### config.mk
export PLATFORM = sky130hd
export DESIGN_NAME = board_fabric
export DESIGN_NICKNAME = d
export VERILOG_FILES = /design/src/bus_pkg.sv /design/src/board_pkg.sv /design/src/bus_master_switch.sv /design/src/io_page_decoder.sv /design/src/sdcard_arbiter.sv /design/src/console_router.sv /design/src/board_fabric.sv
export SDC_FILE = /design/constraint.sdc
export NUM_CORES = 1
export LEC_CHECK = 0
export ABC_AREA = 0
export ABC_CLOCK_PERIOD_IN_PS = 4400
export BUFFER_PORTS_ARGS = -buffer_cell sky130_fd_sc_hd__buf_2
export CORE_AREA = 2 2 162 164
export DETAILED_ROUTE_END_ITERATION = 10
export DIE_AREA = 0 0 164 166
export PLACE_DENSITY = 0.38
export SLEW_MARGIN = 20
export SYNTH_ARGS = -nofsm -noshare
export SYNTH_HDL_FRONTEND = slang
export SYNTH_HIERARCHICAL = 1
export SYNTH_SLANG_ARGS = --single-unit
export TNS_END_PERCENT = 1
### constraint.sdc
create_clock -name wb_clk -period 4.4 [get_ports wb_clk]
set_input_delay 0.44 -clock wb_clk [delete_from_list [all_inputs] [get_ports wb_clk]]
set_output_delay 0.44 -clock wb_clk [all_outputs]
set_load 0.05 [all_outputs]
### src/bus_pkg.sv
// Bus fabric definitions
// widths, master request structs, slave indices and the I/O page map
// addresses are byte addresses with the console-mode bit on top

package bus_pkg;

	//**************************************************************************
	// widths
	//**************************************************************************
	typedef logic [16:0] addr_t;    // byte address, bit 16 = console mode
	typedef logic [15:0] dma_adr_t; // DMA masters see only 64 KB
	typedef logic [15:0] data_t;    // bus data word
	typedef logic [1:0]  sel_t;     // byte lanes, [1] high byte

	// request as driven by a bus master
	typedef struct packed {
		addr_t adr;
		data_t dat;
		logic  cyc;  // bus cycle open
		logic  we;   // 1 = write
		sel_t  sel;
		logic  stb;
	} wb_req_t;

	// request as driven by a DMA controller
	typedef struct packed {
		logic     req;  // held for as long as the bus is needed
		dma_adr_t adr;
		data_t    dat;
		logic     we;   // 1 = disk to memory
		logic     stb;
	} dma_req_t;

	//**************************************************************************
	// slaves on the bus
	//**************************************************************************
	localparam int SLAVES = 10;

	typedef enum logic [3:0] {
		SL_ROM,   // monitor ROM
		SL_DRAM,  // main memory
		SL_UART1, // console serial port
		SL_UART2, // second serial port
		SL_LPT,   // printer
		SL_RK,
		SL_DW,
		SL_RX,
		SL_MY,
		SL_KGD    // graphics adapter
	} slave_e;

	typedef logic [SLAVES-1:0]  slave_vec_t;  // one bit per slave
	typedef data_t [SLAVES-1:0] slave_dat_t;  // read data, indexed by slave_e

	typedef enum logic [1:0] {BUS_CPU, BUS_RK, BUS_MY} bus_owner_e;

	// I/O page, base address and lowest compared bit
	localparam addr_t UART1_BASE = 17'o177560;
	localparam int    UART1_LSB  = 3;
	localparam addr_t UART2_BASE = 17'o176500;
	localparam int    UART2_LSB  = 3;
	localparam addr_t LPT_BASE   = 17'o177514;
	localparam int    LPT_LSB    = 2;
	localparam addr_t RK_BASE    = 17'o177400;
	localparam int    RK_LSB     = 4;
	localparam addr_t DW_BASE    = 17'o174000;
	localparam int    DW_LSB     = 5;
	localparam addr_t RX_BASE    = 17'o177170;
	localparam int    RX_LSB     = 2;
	localparam addr_t MY_BASE    = 17'o172140;
	localparam int    MY_LSB     = 2;
	localparam addr_t KGD_BASE   = 17'o176640;
	localparam int    KGD_LSB    = 3;

	localparam logic [3:0] ROM_TAG = 4'b1110; // shadow ROM, bits 16..13

endpackage

### src/board_pkg.sv
// Board level definitions
// SD-card sharing between the disk controllers, console speed table

package board_pkg;

	//**************************************************************************
	// SD card
	//**************************************************************************
	localparam int SD_DEVICES = 4;

	// bit positions of the disk controllers in sd_vec_t
	localparam int SD_IDX_RK = 0;
	localparam int SD_IDX_DW = 1;
	localparam int SD_IDX_DX = 2;
	localparam int SD_IDX_MY = 3;

	typedef logic [SD_DEVICES-1:0] sd_vec_t;

	typedef struct packed {
		logic mosi;
		logic cs;
	} sd_link_t;

	typedef sd_link_t [SD_DEVICES-1:0] sd_link_vec_t;

	typedef enum logic [2:0] {SD_IDLE, SD_RK, SD_DW, SD_DX, SD_MY} sd_owner_e;

	//**************************************************************************
	// serial ports
	//**************************************************************************
	typedef logic [2:0]  speed_idx_t; // terminal speed index
	typedef logic [15:0] baud_div_t;

	// 1200 .. 115200 baud off the 921600 Hz reference
	localparam baud_div_t TERM_DIVISORS [0:7] = '{
		16'd767, 16'd383, 16'd191, 16'd95,
		16'd47,  16'd23,  16'd15,  16'd7
	};

	localparam int REF_CLK_HZ = 921600;
	localparam int UART2_BAUD = 38400;
	localparam baud_div_t UART2_DIV = baud_div_t'(REF_CLK_HZ / UART2_BAUD - 1);

endpackage

### src/bus_master_switch.sv
// Bus master switch
// hands the bus to the CPU or one of the two DMA masters (RK11 before MY)
// ownership moves only between bus cycles

module bus_master_switch (
	input  logic              wb_clk,
	input  logic              arst_n_i,
	input  bus_pkg::wb_req_t  cpu_req_i,
	input  bus_pkg::dma_req_t rk_dma_i,
	input  bus_pkg::dma_req_t my_dma_i,
	input  logic              bus_ack_i,
	output bus_pkg::wb_req_t  bus_req_o,
	output logic              cpu_ack_o,
	output logic              rk_ack_o,
	output logic              my_ack_o,
	output logic              rk_gnt_o,
	output logic              my_gnt_o
);
	import bus_pkg::*;

	bus_owner_e owner_q;  // current master
	bus_owner_e owner_d;
	wb_req_t    rk_req;   // DMA requests in bus form
	wb_req_t    my_req;

	// DMA side has no byte lanes and no console bit
	function automatic wb_req_t dma_to_wb(input dma_req_t d);
		wb_req_t w;
		w.adr = {1'b0, d.adr};
		w.dat = d.dat;
		w.cyc = d.req;  // req doubles as cycle strobe
		w.we  = d.we;
		w.sel = 2'b11;  // always whole words
		w.stb = d.stb;
		return w;
	endfunction

	assign rk_req = dma_to_wb(rk_dma_i);
	assign my_req = dma_to_wb(my_dma_i);

	//**************************************************************************
	// arbitration
	//**************************************************************************
	always_comb begin
		owner_d = owner_q;
		if (!bus_req_o.cyc) begin  // idle bus, free to switch
			if (rk_dma_i.req)
				owner_d = BUS_RK;
			else if (my_dma_i.req)
				owner_d = BUS_MY;
			else
				owner_d = BUS_CPU;   // no DMA pending, back to the processor
		end
	end

	always_ff @(posedge wb_clk or negedge arst_n_i) begin
		if (!arst_n_i)
			owner_q <= BUS_CPU;
		else
			owner_q <= owner_d;
	end

	//**************************************************************************
	// master multiplexer
	//**************************************************************************
	always_comb begin
		case (owner_q)
			BUS_RK:  bus_req_o = rk_req;
			BUS_MY:  bus_req_o = my_req;
			default: bus_req_o = cpu_req_i;
		endcase
	end

	// ack back to the owner only, others keep waiting
	assign cpu_ack_o = bus_ack_i & (owner_q == BUS_CPU);
	assign rk_ack_o  = bus_ack_i & (owner_q == BUS_RK);
	assign my_ack_o  = bus_ack_i & (owner_q == BUS_MY);

	assign rk_gnt_o = (owner_q == BUS_RK);
	assign my_gnt_o = (owner_q == BUS_MY);

endmodule

### src/io_page_decoder.sv
// I/O page decoder
// turns the bus address into slave strobes, merges read data and acks

module io_page_decoder (
	input  bus_pkg::wb_req_t   bus_req_i,
	input  bus_pkg::slave_vec_t slave_ack_i,
	input  bus_pkg::slave_dat_t slave_dat_i,
	output bus_pkg::slave_vec_t slave_stb_o,
	output logic                bus_ack_o,
	output bus_pkg::data_t      bus_dat_o
);
	import bus_pkg::*;

	addr_t      adr;
	logic       access;  // strobe inside an open cycle
	slave_vec_t hit;     // address match, before qualifying

	// compare address bits 16..lsb against a base
	function automatic logic page_hit(input addr_t a, input addr_t base,
			input int unsigned lsb);
		return (a >> lsb) == (base >> lsb);
	endfunction

	assign adr    = bus_req_i.adr;
	assign access = bus_req_i.stb & bus_req_i.cyc;

	//**************************************************************************
	// address map
	//**************************************************************************
	always_comb begin
		hit = '0;
		hit[SL_UART1] = page_hit(adr, UART1_BASE, UART1_LSB); // 177560-177566
		hit[SL_UART2] = page_hit(adr, UART2_BASE, UART2_LSB); // 176500-176506
		hit[SL_LPT]   = page_hit(adr, LPT_BASE, LPT_LSB);     // 177514-177516
		hit[SL_RK]    = page_hit(adr, RK_BASE, RK_LSB);       // 177400-177416
		hit[SL_DW]    = page_hit(adr, DW_BASE, DW_LSB);       // 174000-174036
		hit[SL_RX]    = page_hit(adr, RX_BASE, RX_LSB);       // 177170-177172
		hit[SL_MY]    = page_hit(adr, MY_BASE, MY_LSB);       // 172140-172142
		hit[SL_KGD]   = page_hit(adr, KGD_BASE, KGD_LSB);     // 176640-176646

		// monitor ROM in the shadow area
		hit[SL_ROM] = (adr[16:13] == ROM_TAG);

		// user mode sees memory below 160000
		// console mode swaps in the top 8 KB and hides the rest
		hit[SL_DRAM] = (adr[15:13] != 3'b111) ^ adr[16];
	end

	assign slave_stb_o = access ? hit : '0;

	//**************************************************************************
	// return path
	//**************************************************************************
	assign bus_ack_o = |slave_ack_i;  // whoever answers

	// OR of the selected words, zero with nothing selected
	always_comb begin
		bus_dat_o = '0;
		for (int i = 0; i < SLAVES; i++) begin
			if (slave_stb_o[i])
				bus_dat_o = bus_dat_o | slave_dat_i[i];
		end
	end

endmodule

### src/sdcard_arbiter.sv
// SD card arbiter
// one of four disk controllers owns the card until it lets go
// fixed priority RK, DW, DX, MY when the card is free

module sdcard_arbiter (
	input  logic                    wb_clk,
	input  logic                    arst_n_i,
	input  board_pkg::sd_vec_t      sd_req_i,
	input  board_pkg::sd_link_vec_t sd_link_i,
	output board_pkg::sd_vec_t      sd_gnt_o,
	output logic                    sdcard_mosi_o,
	output logic                    sdcard_cs_o
);
	import board_pkg::*;

	sd_owner_e owner_q;
	sd_owner_e owner_d;
	sd_link_t  card;     // lines of the current owner

	//**************************************************************************
	// ownership FSM
	//**************************************************************************
	always_comb begin
		owner_d = owner_q;
		case (owner_q)
			SD_IDLE: begin  // look for a requester
				if (sd_req_i[SD_IDX_RK])
					owner_d = SD_RK;
				else if (sd_req_i[SD_IDX_DW])
					owner_d = SD_DW;
				else if (sd_req_i[SD_IDX_DX])
					owner_d = SD_DX;
				else if (sd_req_i[SD_IDX_MY])
					owner_d = SD_MY;
			end
			// hold until the owner drops its request
			SD_RK: if (!sd_req_i[SD_IDX_RK]) owner_d = SD_IDLE;
			SD_DW: if (!sd_req_i[SD_IDX_DW]) owner_d = SD_IDLE;
			SD_DX: if (!sd_req_i[SD_IDX_DX]) owner_d = SD_IDLE;
			SD_MY: if (!sd_req_i[SD_IDX_MY]) owner_d = SD_IDLE;
			default: owner_d = SD_IDLE;
		endcase
	end

	always_ff @(posedge wb_clk or negedge arst_n_i) begin
		if (!arst_n_i)
			owner_q <= SD_IDLE;
		else
			owner_q <= owner_d;
	end

	always_comb begin
		sd_gnt_o = '0;
		sd_gnt_o[SD_IDX_RK] = (owner_q == SD_RK);
		sd_gnt_o[SD_IDX_DW] = (owner_q == SD_DW);
		sd_gnt_o[SD_IDX_DX] = (owner_q == SD_DX);
		sd_gnt_o[SD_IDX_MY] = (owner_q == SD_MY);
	end

	// card lines, RK by default
	always_comb begin
		case (owner_q)
			SD_DW:   card = sd_link_i[SD_IDX_DW];
			SD_DX:   card = sd_link_i[SD_IDX_DX];
			SD_MY:   card = sd_link_i[SD_IDX_MY];
			default: card = sd_link_i[SD_IDX_RK];
		endcase
	end

	assign sdcard_mosi_o = card.mosi;
	assign sdcard_cs_o   = card.cs;

endmodule

### src/console_router.sv
// Console router
// swaps the two UARTs between hardware terminal and external port
// the terminal side runs at the terminal's own speed

module console_router (
	input  logic                  console_sel_i,  // 0 = UART1 on terminal
	input  board_pkg::speed_idx_t term_speed_i,
	input  logic                  uart1_txd_i,
	input  logic                  uart2_txd_i,
	input  logic                  terminal_tx_i,
	input  logic                  irps_rxd_i,
	output logic                  uart1_rxd_o,
	output logic                  uart2_rxd_o,
	output logic                  terminal_rx_o,
	output logic                  irps_txd_o,
	output board_pkg::baud_div_t  uart1_bdiv_o,
	output board_pkg::baud_div_t  uart2_bdiv_o
);
	import board_pkg::*;

	baud_div_t term_div;  // divisor matching the terminal

	assign term_div = TERM_DIVISORS[term_speed_i];

	//**************************************************************************
	// serial lines
	//**************************************************************************
	assign terminal_rx_o = console_sel_i ? uart2_txd_i : uart1_txd_i;
	assign irps_txd_o    = console_sel_i ? uart1_txd_i : uart2_txd_i;
	assign uart1_rxd_o   = console_sel_i ? irps_rxd_i : terminal_tx_i;
	assign uart2_rxd_o   = console_sel_i ? terminal_tx_i : irps_rxd_i;

	// divisors follow the lines
	assign uart1_bdiv_o = console_sel_i ? UART2_DIV : term_div;
	assign uart2_bdiv_o = console_sel_i ? term_div : UART2_DIV;

endmodule

### src/board_fabric.sv
// Board bus fabric
// master switch, I/O page decode, SD-card sharing and console routing

module board_fabric (
	input  logic                    wb_clk,
	input  logic                    arst_n_i,
	// masters
	input  bus_pkg::wb_req_t        cpu_req_i,
	input  bus_pkg::dma_req_t       rk_dma_i,
	input  bus_pkg::dma_req_t       my_dma_i,
	output logic                    cpu_ack_o,
	output logic                    rk_ack_o,
	output logic                    my_ack_o,
	output logic                    rk_gnt_o,
	output logic                    my_gnt_o,
	output bus_pkg::wb_req_t        bus_req_o,
	output bus_pkg::data_t          bus_dat_o,  // read data to all masters
	// slaves
	input  bus_pkg::slave_vec_t     slave_ack_i,
	input  bus_pkg::slave_dat_t     slave_dat_i,
	output bus_pkg::slave_vec_t     slave_stb_o,
	// SD card
	input  board_pkg::sd_vec_t      sd_req_i,
	input  board_pkg::sd_link_vec_t sd_link_i,
	output board_pkg::sd_vec_t      sd_gnt_o,
	output logic                    sdcard_mosi_o,
	output logic                    sdcard_cs_o,
	// console
	input  logic                    console_sel_i,
	input  board_pkg::speed_idx_t   term_speed_i,
	input  logic                    uart1_txd_i,
	input  logic                    uart2_txd_i,
	input  logic                    terminal_tx_i,
	input  logic                    irps_rxd_i,
	output logic                    uart1_rxd_o,
	output logic                    uart2_rxd_o,
	output logic                    terminal_rx_o,
	output logic                    irps_txd_o,
	output board_pkg::baud_div_t    uart1_bdiv_o,
	output board_pkg::baud_div_t    uart2_bdiv_o
);

	logic bus_ack;  // merged slave ack

	//**************************************************************************
	// bus
	//**************************************************************************
	bus_master_switch u_switch (
		.wb_clk    (wb_clk),
		.arst_n_i  (arst_n_i),
		.cpu_req_i (cpu_req_i),
		.rk_dma_i  (rk_dma_i),
		.my_dma_i  (my_dma_i),
		.bus_ack_i (bus_ack),
		.bus_req_o (bus_req_o),
		.cpu_ack_o (cpu_ack_o),
		.rk_ack_o  (rk_ack_o),
		.my_ack_o  (my_ack_o),
		.rk_gnt_o  (rk_gnt_o),
		.my_gnt_o  (my_gnt_o)
	);

	io_page_decoder u_decoder (
		.bus_req_i   (bus_req_o),
		.slave_ack_i (slave_ack_i),
		.slave_dat_i (slave_dat_i),
		.slave_stb_o (slave_stb_o),
		.bus_ack_o   (bus_ack),
		.bus_dat_o   (bus_dat_o)
	);

	//**************************************************************************
	// peripherals side
	//**************************************************************************
	sdcard_arbiter u_sd_arb (
		.wb_clk        (wb_clk),
		.arst_n_i      (arst_n_i),
		.sd_req_i      (sd_req_i),
		.sd_link_i     (sd_link_i),
		.sd_gnt_o      (sd_gnt_o),
		.sdcard_mosi_o (sdcard_mosi_o),
		.sdcard_cs_o   (sdcard_cs_o)
	);

	console_router u_console (
		.console_sel_i (console_sel_i),
		.term_speed_i  (term_speed_i),
		.uart1_txd_i   (uart1_txd_i),
		.uart2_txd_i   (uart2_txd_i),
		.terminal_tx_i (terminal_tx_i),
		.irps_rxd_i    (irps_rxd_i),
		.uart1_rxd_o   (uart1_rxd_o),
		.uart2_rxd_o   (uart2_rxd_o),
		.terminal_rx_o (terminal_rx_o),
		.irps_txd_o    (irps_txd_o),
		.uart1_bdiv_o  (uart1_bdiv_o),
		.uart2_bdiv_o  (uart2_bdiv_o)
	);

endmodule

# Yosys cells after proc, flatten, opt, wreduce, memory -nomap -nowiden
# Memory sizes are Yosys's and may differ from the RTL's.
# Index checks and enable logic that the tools add are counted.
op_classes:
  magnitude_cmp: 1
  n_eq_ne: 21
  muxes: 32
  bitwise_logic: 15
  n_reduce_logical: 4
ops:
  columns: ["cell", "count"]
  rows:
  - ["$mux W16", 14]
  - ["$or A16 B16 Y16", 9]
  - ["$pmux W38 S2", 1]
  - ["$eq A15 B14 Y1 const B", 3]
  - ["$eq A14 B13 Y1 const B", 3]
  - ["$mux W3", 8]
  - ["$pmux W3 S5", 1]
  - ["$eq A13 B12 Y1 const B", 1]
  - ["$eq A12 B11 Y1 const B", 1]
  - ["$mux W10", 1]
  - ["$reduce_or A10 Y1", 1]
  - ["$ne A2 B2 Y1 const B", 4]
  - ["$eq A3 B2 Y1 const B", 2]
  - ["$pmux W2 S3", 1]
  - ["$ne A5 B5 Y1 const B", 1]
  - ["$reduce_and A5 Y1", 1]
  - ["$and A1 B1 Y1", 4]
  - ["$eq A4 B4 Y1 const B", 1]
  - ["$ge A4 B4 Y1 const B", 1]
  - ["$mux W1", 4]
  - ["$mux W2", 2]
  - ["$not A3 Y4", 1]
  - ["$eq A3 B1 Y1 const B", 1]
  - ["$eq A3 B3 Y1 const B", 1]
  - ["6 further kinds", 6]
totals:
  register_bits: 5
  mem_bits_ro: 128
  inputBits: 300
  out_inout_bits: 111
  wordCells: 76
  n_memories: 1
memory_table:
  columns: ["name", "depth", "width", "read_ports", "rd_clocked_by_memory_dff", "write_ports", "line_no", "text"]
  rows:
  - ["(name not given)", 8, 16, 1, 0, 0, "console_router.sv:23", "assign term_div = TERM_DIVISORS[term_speed_i];"]

# Longest topological paths before layout
logic_depth:
  ltp_word: 24
  mapped_depth: 13
  ltp_nobuf: 9

# Hierarchy
# Netlist, hierarchy kept.
modules_own_cells:
  columns: ["mod", "n_inst", "cells_per_inst", "area_each_um2", "seq_area_each_um2"]
  rows:
  - ["io_page_decoder", 1, 172, 1239.9, 0.0]
  - ["bus_master_switch", 1, 142, 1071.0, 50.0]
  - ["console_router", 1, 45, 330.3, 0.0]
  - ["sdcard_arbiter", 1, 35, 289.0, 75.1]

# Worst setup path after synthesis
# OpenSTA, ideal clock, no wires.
synth_timing:
  kind: "reg2out"
  start: "register u_switch.owner_q[1]"
  end: "output port bus_dat_o[0]"
  arrival_time_ps: 4360
  required_time_ps: 3960
  slack_ps: -400
  path_stages_with_launch: 14
  path_buffers: 4
  path_cell_list: "dfrtp_1 inv_1 ha_1 buf_6 buf_4 a22oi_1 a21oi_1 nand4_2 and4b_1 clkbuf_1 clkbuf_1 a32oi_1 o211a_1 nand3_1"
synth_rtl:
  columns: ["element", "line_no", "text"]
  rows:
  - ["start: declaration", "bus_master_switch.sv:21", "bus_owner_e owner_q;"]
  - ["start signal: assignment", "bus_master_switch.sv:60", "owner_q <= owner_d;"]
  - ["end: declaration", "board_fabric.sv:17", "output bus_pkg::data_t bus_dat_o,"]

# Worst setup path after layout
layout_timing:
  start: "register u_switch.owner_q[1]"
  end: "output port bus_dat_o[12]"
layout_via:
  elab_chain_cells: 23
  word_cells_on_any_way: 35
  cone_classes: "eq/ne (12); mux (12); bitwise (11)"
layout_lines:
  columns: ["element", "line_no", "text"]
  rows:
  - ["$eq A2 B2 Y1 or $eq A2 B1 Y1 (tied branches)", "bus_master_switch.sv:67", "case (owner_q)"]
  - ["$pmux W38 S2 (*)", "bus_master_switch.sv:67", null]
  - ["$eq A4 B4 Y1 or $and A1 B1 Y1 (tied branches)", "io_page_decoder.sv:42, io_page_decoder.sv:25", null]
  - ["$mux W10 (*)", "io_page_decoder.sv:49", "assign slave_stb_o = access ? hit : '0;"]
  - ["$mux W16", "io_page_decoder.sv:60", "if (slave_stb_o[i])"]
  - ["$or A16 B16 Y16", "io_page_decoder.sv:61", "bus_dat_o = bus_dat_o | slave_dat_i[i];"]
  - ["$mux W16", "io_page_decoder.sv:60", null]
  - ["$or A16 B16 Y16", "io_page_decoder.sv:61", null]
  - ["[7 not listed]", null, null]
  - ["$or A16 B16 Y16", "io_page_decoder.sv:61", null]
  - ["$mux W16", "io_page_decoder.sv:60", null]
  - ["$or A16 B16 Y16", "io_page_decoder.sv:61", null]
  - ["$mux W16", "io_page_decoder.sv:60", null]
  - ["$or A16 B16 Y16", "io_page_decoder.sv:61", null]
  - ["$mux W16", "io_page_decoder.sv:60", null]
  - ["$or A16 B16 Y16", "io_page_decoder.sv:61", null]
  - ["$mux W16 (*)", "io_page_decoder.sv:60", null]
# Mark *: on every way between the ends. The rest lies on a longest branch, timed or not.

==> impl_metrics.env <==
export IMPL_outcome="completed"
export IMPL_synth_async_sr_flop_share=1.00
export IMPL_critPathKind="flop to primary output"
export IMPL_routed_wl_um=22000
export IMPL_routed_top_layer="met4"
export IMPL_wl_met1_um=9740
export IMPL_grt_usage=0.150
export IMPL_drv_cap=0
export IMPL_cts_root_buf="clkbuf_16"
export IMPL_via_count=4768
export IMPL_area_growth_pct=82.3
export IMPL_p_int_w=0.00125
export IMPL_wl_met3_um=1730
export IMPL_die_w_um=164
export IMPL_rsz0062_at_grt="no"
export IMPL_pin_count=411
export IMPL_post_cts_buffers=0
export IMPL_initial_core_util=0.114
export IMPL_layout_common_cells="buf_2, nor2_1, nand3_1, a222oi_1, buf_4"
export IMPL_rows=59
export IMPL_clk_path_buf_depth=2
export IMPL_cellPowerDensity_mw_per_mm2=824
export IMPL_worstSkewPairLatency_ns=0.22
export IMPL_nNetsFinal=1078
export IMPL_fin_skew_ns=0.0000534
export IMPL_die_area_sq_mm=0.0272
export IMPL_ys_flop_type="dfrtp_1"
export IMPL_p_sw_frac=0.716
export IMPL_die_y_um=166
export IMPL_dr_wl_met2_um=10400
export IMPL_cts_made_buffers=3
export IMPL_slew_headroom=0.432
export IMPL_required_ns=3.96
export IMPL_syn_area_sq_mm=0.00293
export IMPL_clk_pin_slew_ns=0.03
export IMPL_fin_area_sq_mm=0.00534
export IMPL_finalHoldViolCount=0
export IMPL_drc=0
export IMPL_crit_fanout=21
export IMPL_nFillCells=2953
export IMPL_fin_crit_ns=4.12
export IMPL_gp_congestion=1.03
export IMPL_setup_viol=0
export IMPL_wire_per_inst_um=19.8
export IMPL_cts_resized_gates=0
export IMPL_hold_path_class="primary input to asynchronous set/reset pin"
export IMPL_cts_tree="built"
export IMPL_final_common_cell="buf_2"
export IMPL_ys_warn_count=6
export IMPL_seq_power_share=0.024
export IMPL_drive_gt1_frac=0.627
export IMPL_start_kind="flop"
export IMPL_grt_ovfl_total=0
export IMPL_yosysSeqAreaShare=0.0427
export IMPL_synthCells=394
export IMPL_viasPerCell=4.29
export IMPL_first_pass_iters=8
export IMPL_reg2reg_depth=6
export IMPL_leakagePower_nw=2.71
export IMPL_cp_arrival_ns=3.68
export IMPL_hpwl_um=18900
export IMPL_grt_pass1_wl_um=30800
export IMPL_dr_first_iter_drc_count=475
export IMPL_postRouteAntennaNets=0
export IMPL_p_sw_w=0.00315
export IMPL_end_kind="primary output"
export IMPL_dpl_instance_area_sq_mm=0.00526
export IMPL_core_area_sq_mm=0.0256
export IMPL_clock_power_share=0.033
export IMPL_cts_sinks=5
export IMPL_grt_pass1_vias=4655
export IMPL_power_w=0.00440
export IMPL_cts_hold_buf=0
export IMPL_ys_ff_latch=5
export IMPL_rrSetupSlack_ns=2.82
export IMPL_ys_types=55
export IMPL_p_comb_frac=0.943
export IMPL_min_period_over_period=0.936
export IMPL_syn_area_per_cell_sq_um=7.44
export IMPL_final_max_slew_violation_count=0
export IMPL_synth_edf_count=0
export IMPL_max_freq_mhz=243
export IMPL_portBuffers=392
export IMPL_tns_ns=0
export IMPL_peakVddDrop_v=0.000363
export IMPL_antenna_found_initial=2
export IMPL_tightestPinTransition_ns=0.852
export IMPL_grt_max_degree=37
export IMPL_cts_max_level=1
metrics by stage:
step                utilization  instances  hold WS [ns]  setup slack [ns]
floorplan                     -        410         0.144            0.0225
global placement          0.205       1105         0.267             0.583
detailed placement        0.205       1105         0.265             0.559
CTS                       0.208       1109        0.0302             0.318
global route              0.209       1111        0.0312            0.0477
finish                    0.209       1111        0.0303             0.280
sequential cells by signal, summed over array words and instances, names as in the netlist:
| register | cells |
|---|---|
| u_sd_arb/owner_q | 3 |
| u_switch/owner_q | 2 |
power groups by stage:
stage / Clock (W) / Combinational (W) / Sequential, W
3_3_place_gp: 0 / 0.00418 / 0.000107
4_1_cts: 0.000149 / 0.00419 / 0.000106
3_5_place_dp: 0 / 0.00418 / 0.000106
2_1_floorplan: 0 / 0.00312 / 0.0000784
5_1_grt: 0.000155 / 0.00439 / 0.000113
6_report: 0.000146 / 0.00415 / 0.000106
cell families (layout without fill, tap and decap cells):
group	count (synthesis)	in the layout	share of synthesized area
AOI/OAI and AO/OA	151	151	0.459
and+or+nand+nor	142	142	0.275
buffers and inverters	80	444	0.167
muxes	9	9	0.0342
DFF	5	5	0.0427
adders and majority gates	4	4	0.0167
other	2	20	0.00256
xor gates and xnor gates	1	1	0.00299
synth_stat cells, drive strengths merged, types with 2 or more instances:
library cell   n  area [sq um]
a211oi         4          30.0
a21oi         38           265
a222oi        32           320
a22oi         35           363
a32oi         16           140
and2           4          25.0
and3           5          31.3
buf           45           359
clkbuf        12          45.0
conb           2          7.51
dfrtp          5           125
ha             3          37.5
inv           23          86.3
mux2           5          60.1
mux2i          4          40.0
nand2          6          25.0
nand2b         5          33.8
nand3         35           175
nand3b         3          22.5
nand4          3          25.0
nor2          45           169
nor2b          8          52.6
nor3           7          40.0
nor3b          4          35.0
nor4           6          73.8
nor4b          2          17.5
nor4bb         2          20.0
o211a         16           160
o21ai          4          20.0
o22ai          2          12.5
or2            3          18.8
routing by layer:
metal	global-route usage	vias to the layer above
met2	0.245	231
met1	0.208	2234
li1	-	2289
met3	0.0310	14
met5	0	-
met4	0.0175	0
final cells by class:
cell class,count,area [sq um],area share
diodes,2,5.00,0.000937
clock buffers,4,78.8,0.0148
inverters,23,86.3,0.0162
multi-input cells,325,2440,0.456
flip-flops and latches,5,125,0.0234
well taps,335,419,0.0785
repair buffers,417,2190,0.410
worst max-delay path: stages, from the launching register on:
cell     delay, ns
dfrtp_1       0.39
inv_1         0.13
ha_2          0.36
buf_4         0.25
buf_4         0.32
a22oi_2       0.11
a21oi_2       0.29
nor2_1        0.08
buf_4         0.22
and4b_1       0.21
buf_4         0.20
a32oi_1       0.18
o211a_1       0.25
nand3_1       0.21
buf_12        0.22
path summary, 6_finish.rpt:
path	start	end
max	u_switch/owner_q[1]	bus_dat_o[12]
min	arst_n_i	u_sd_arb/owner_q[0]
max reg2reg	u_switch/owner_q[0]	u_switch/owner_q[1]
min reg2reg	u_switch/owner_q[1]	u_switch/owner_q[1]
max in group asynchronous	arst_n_i	u_switch/owner_q[0]
min in group wb_clk	sd_req_i[3]	u_sd_arb/owner_q[2]
Power figures use the tool's default switching activity.
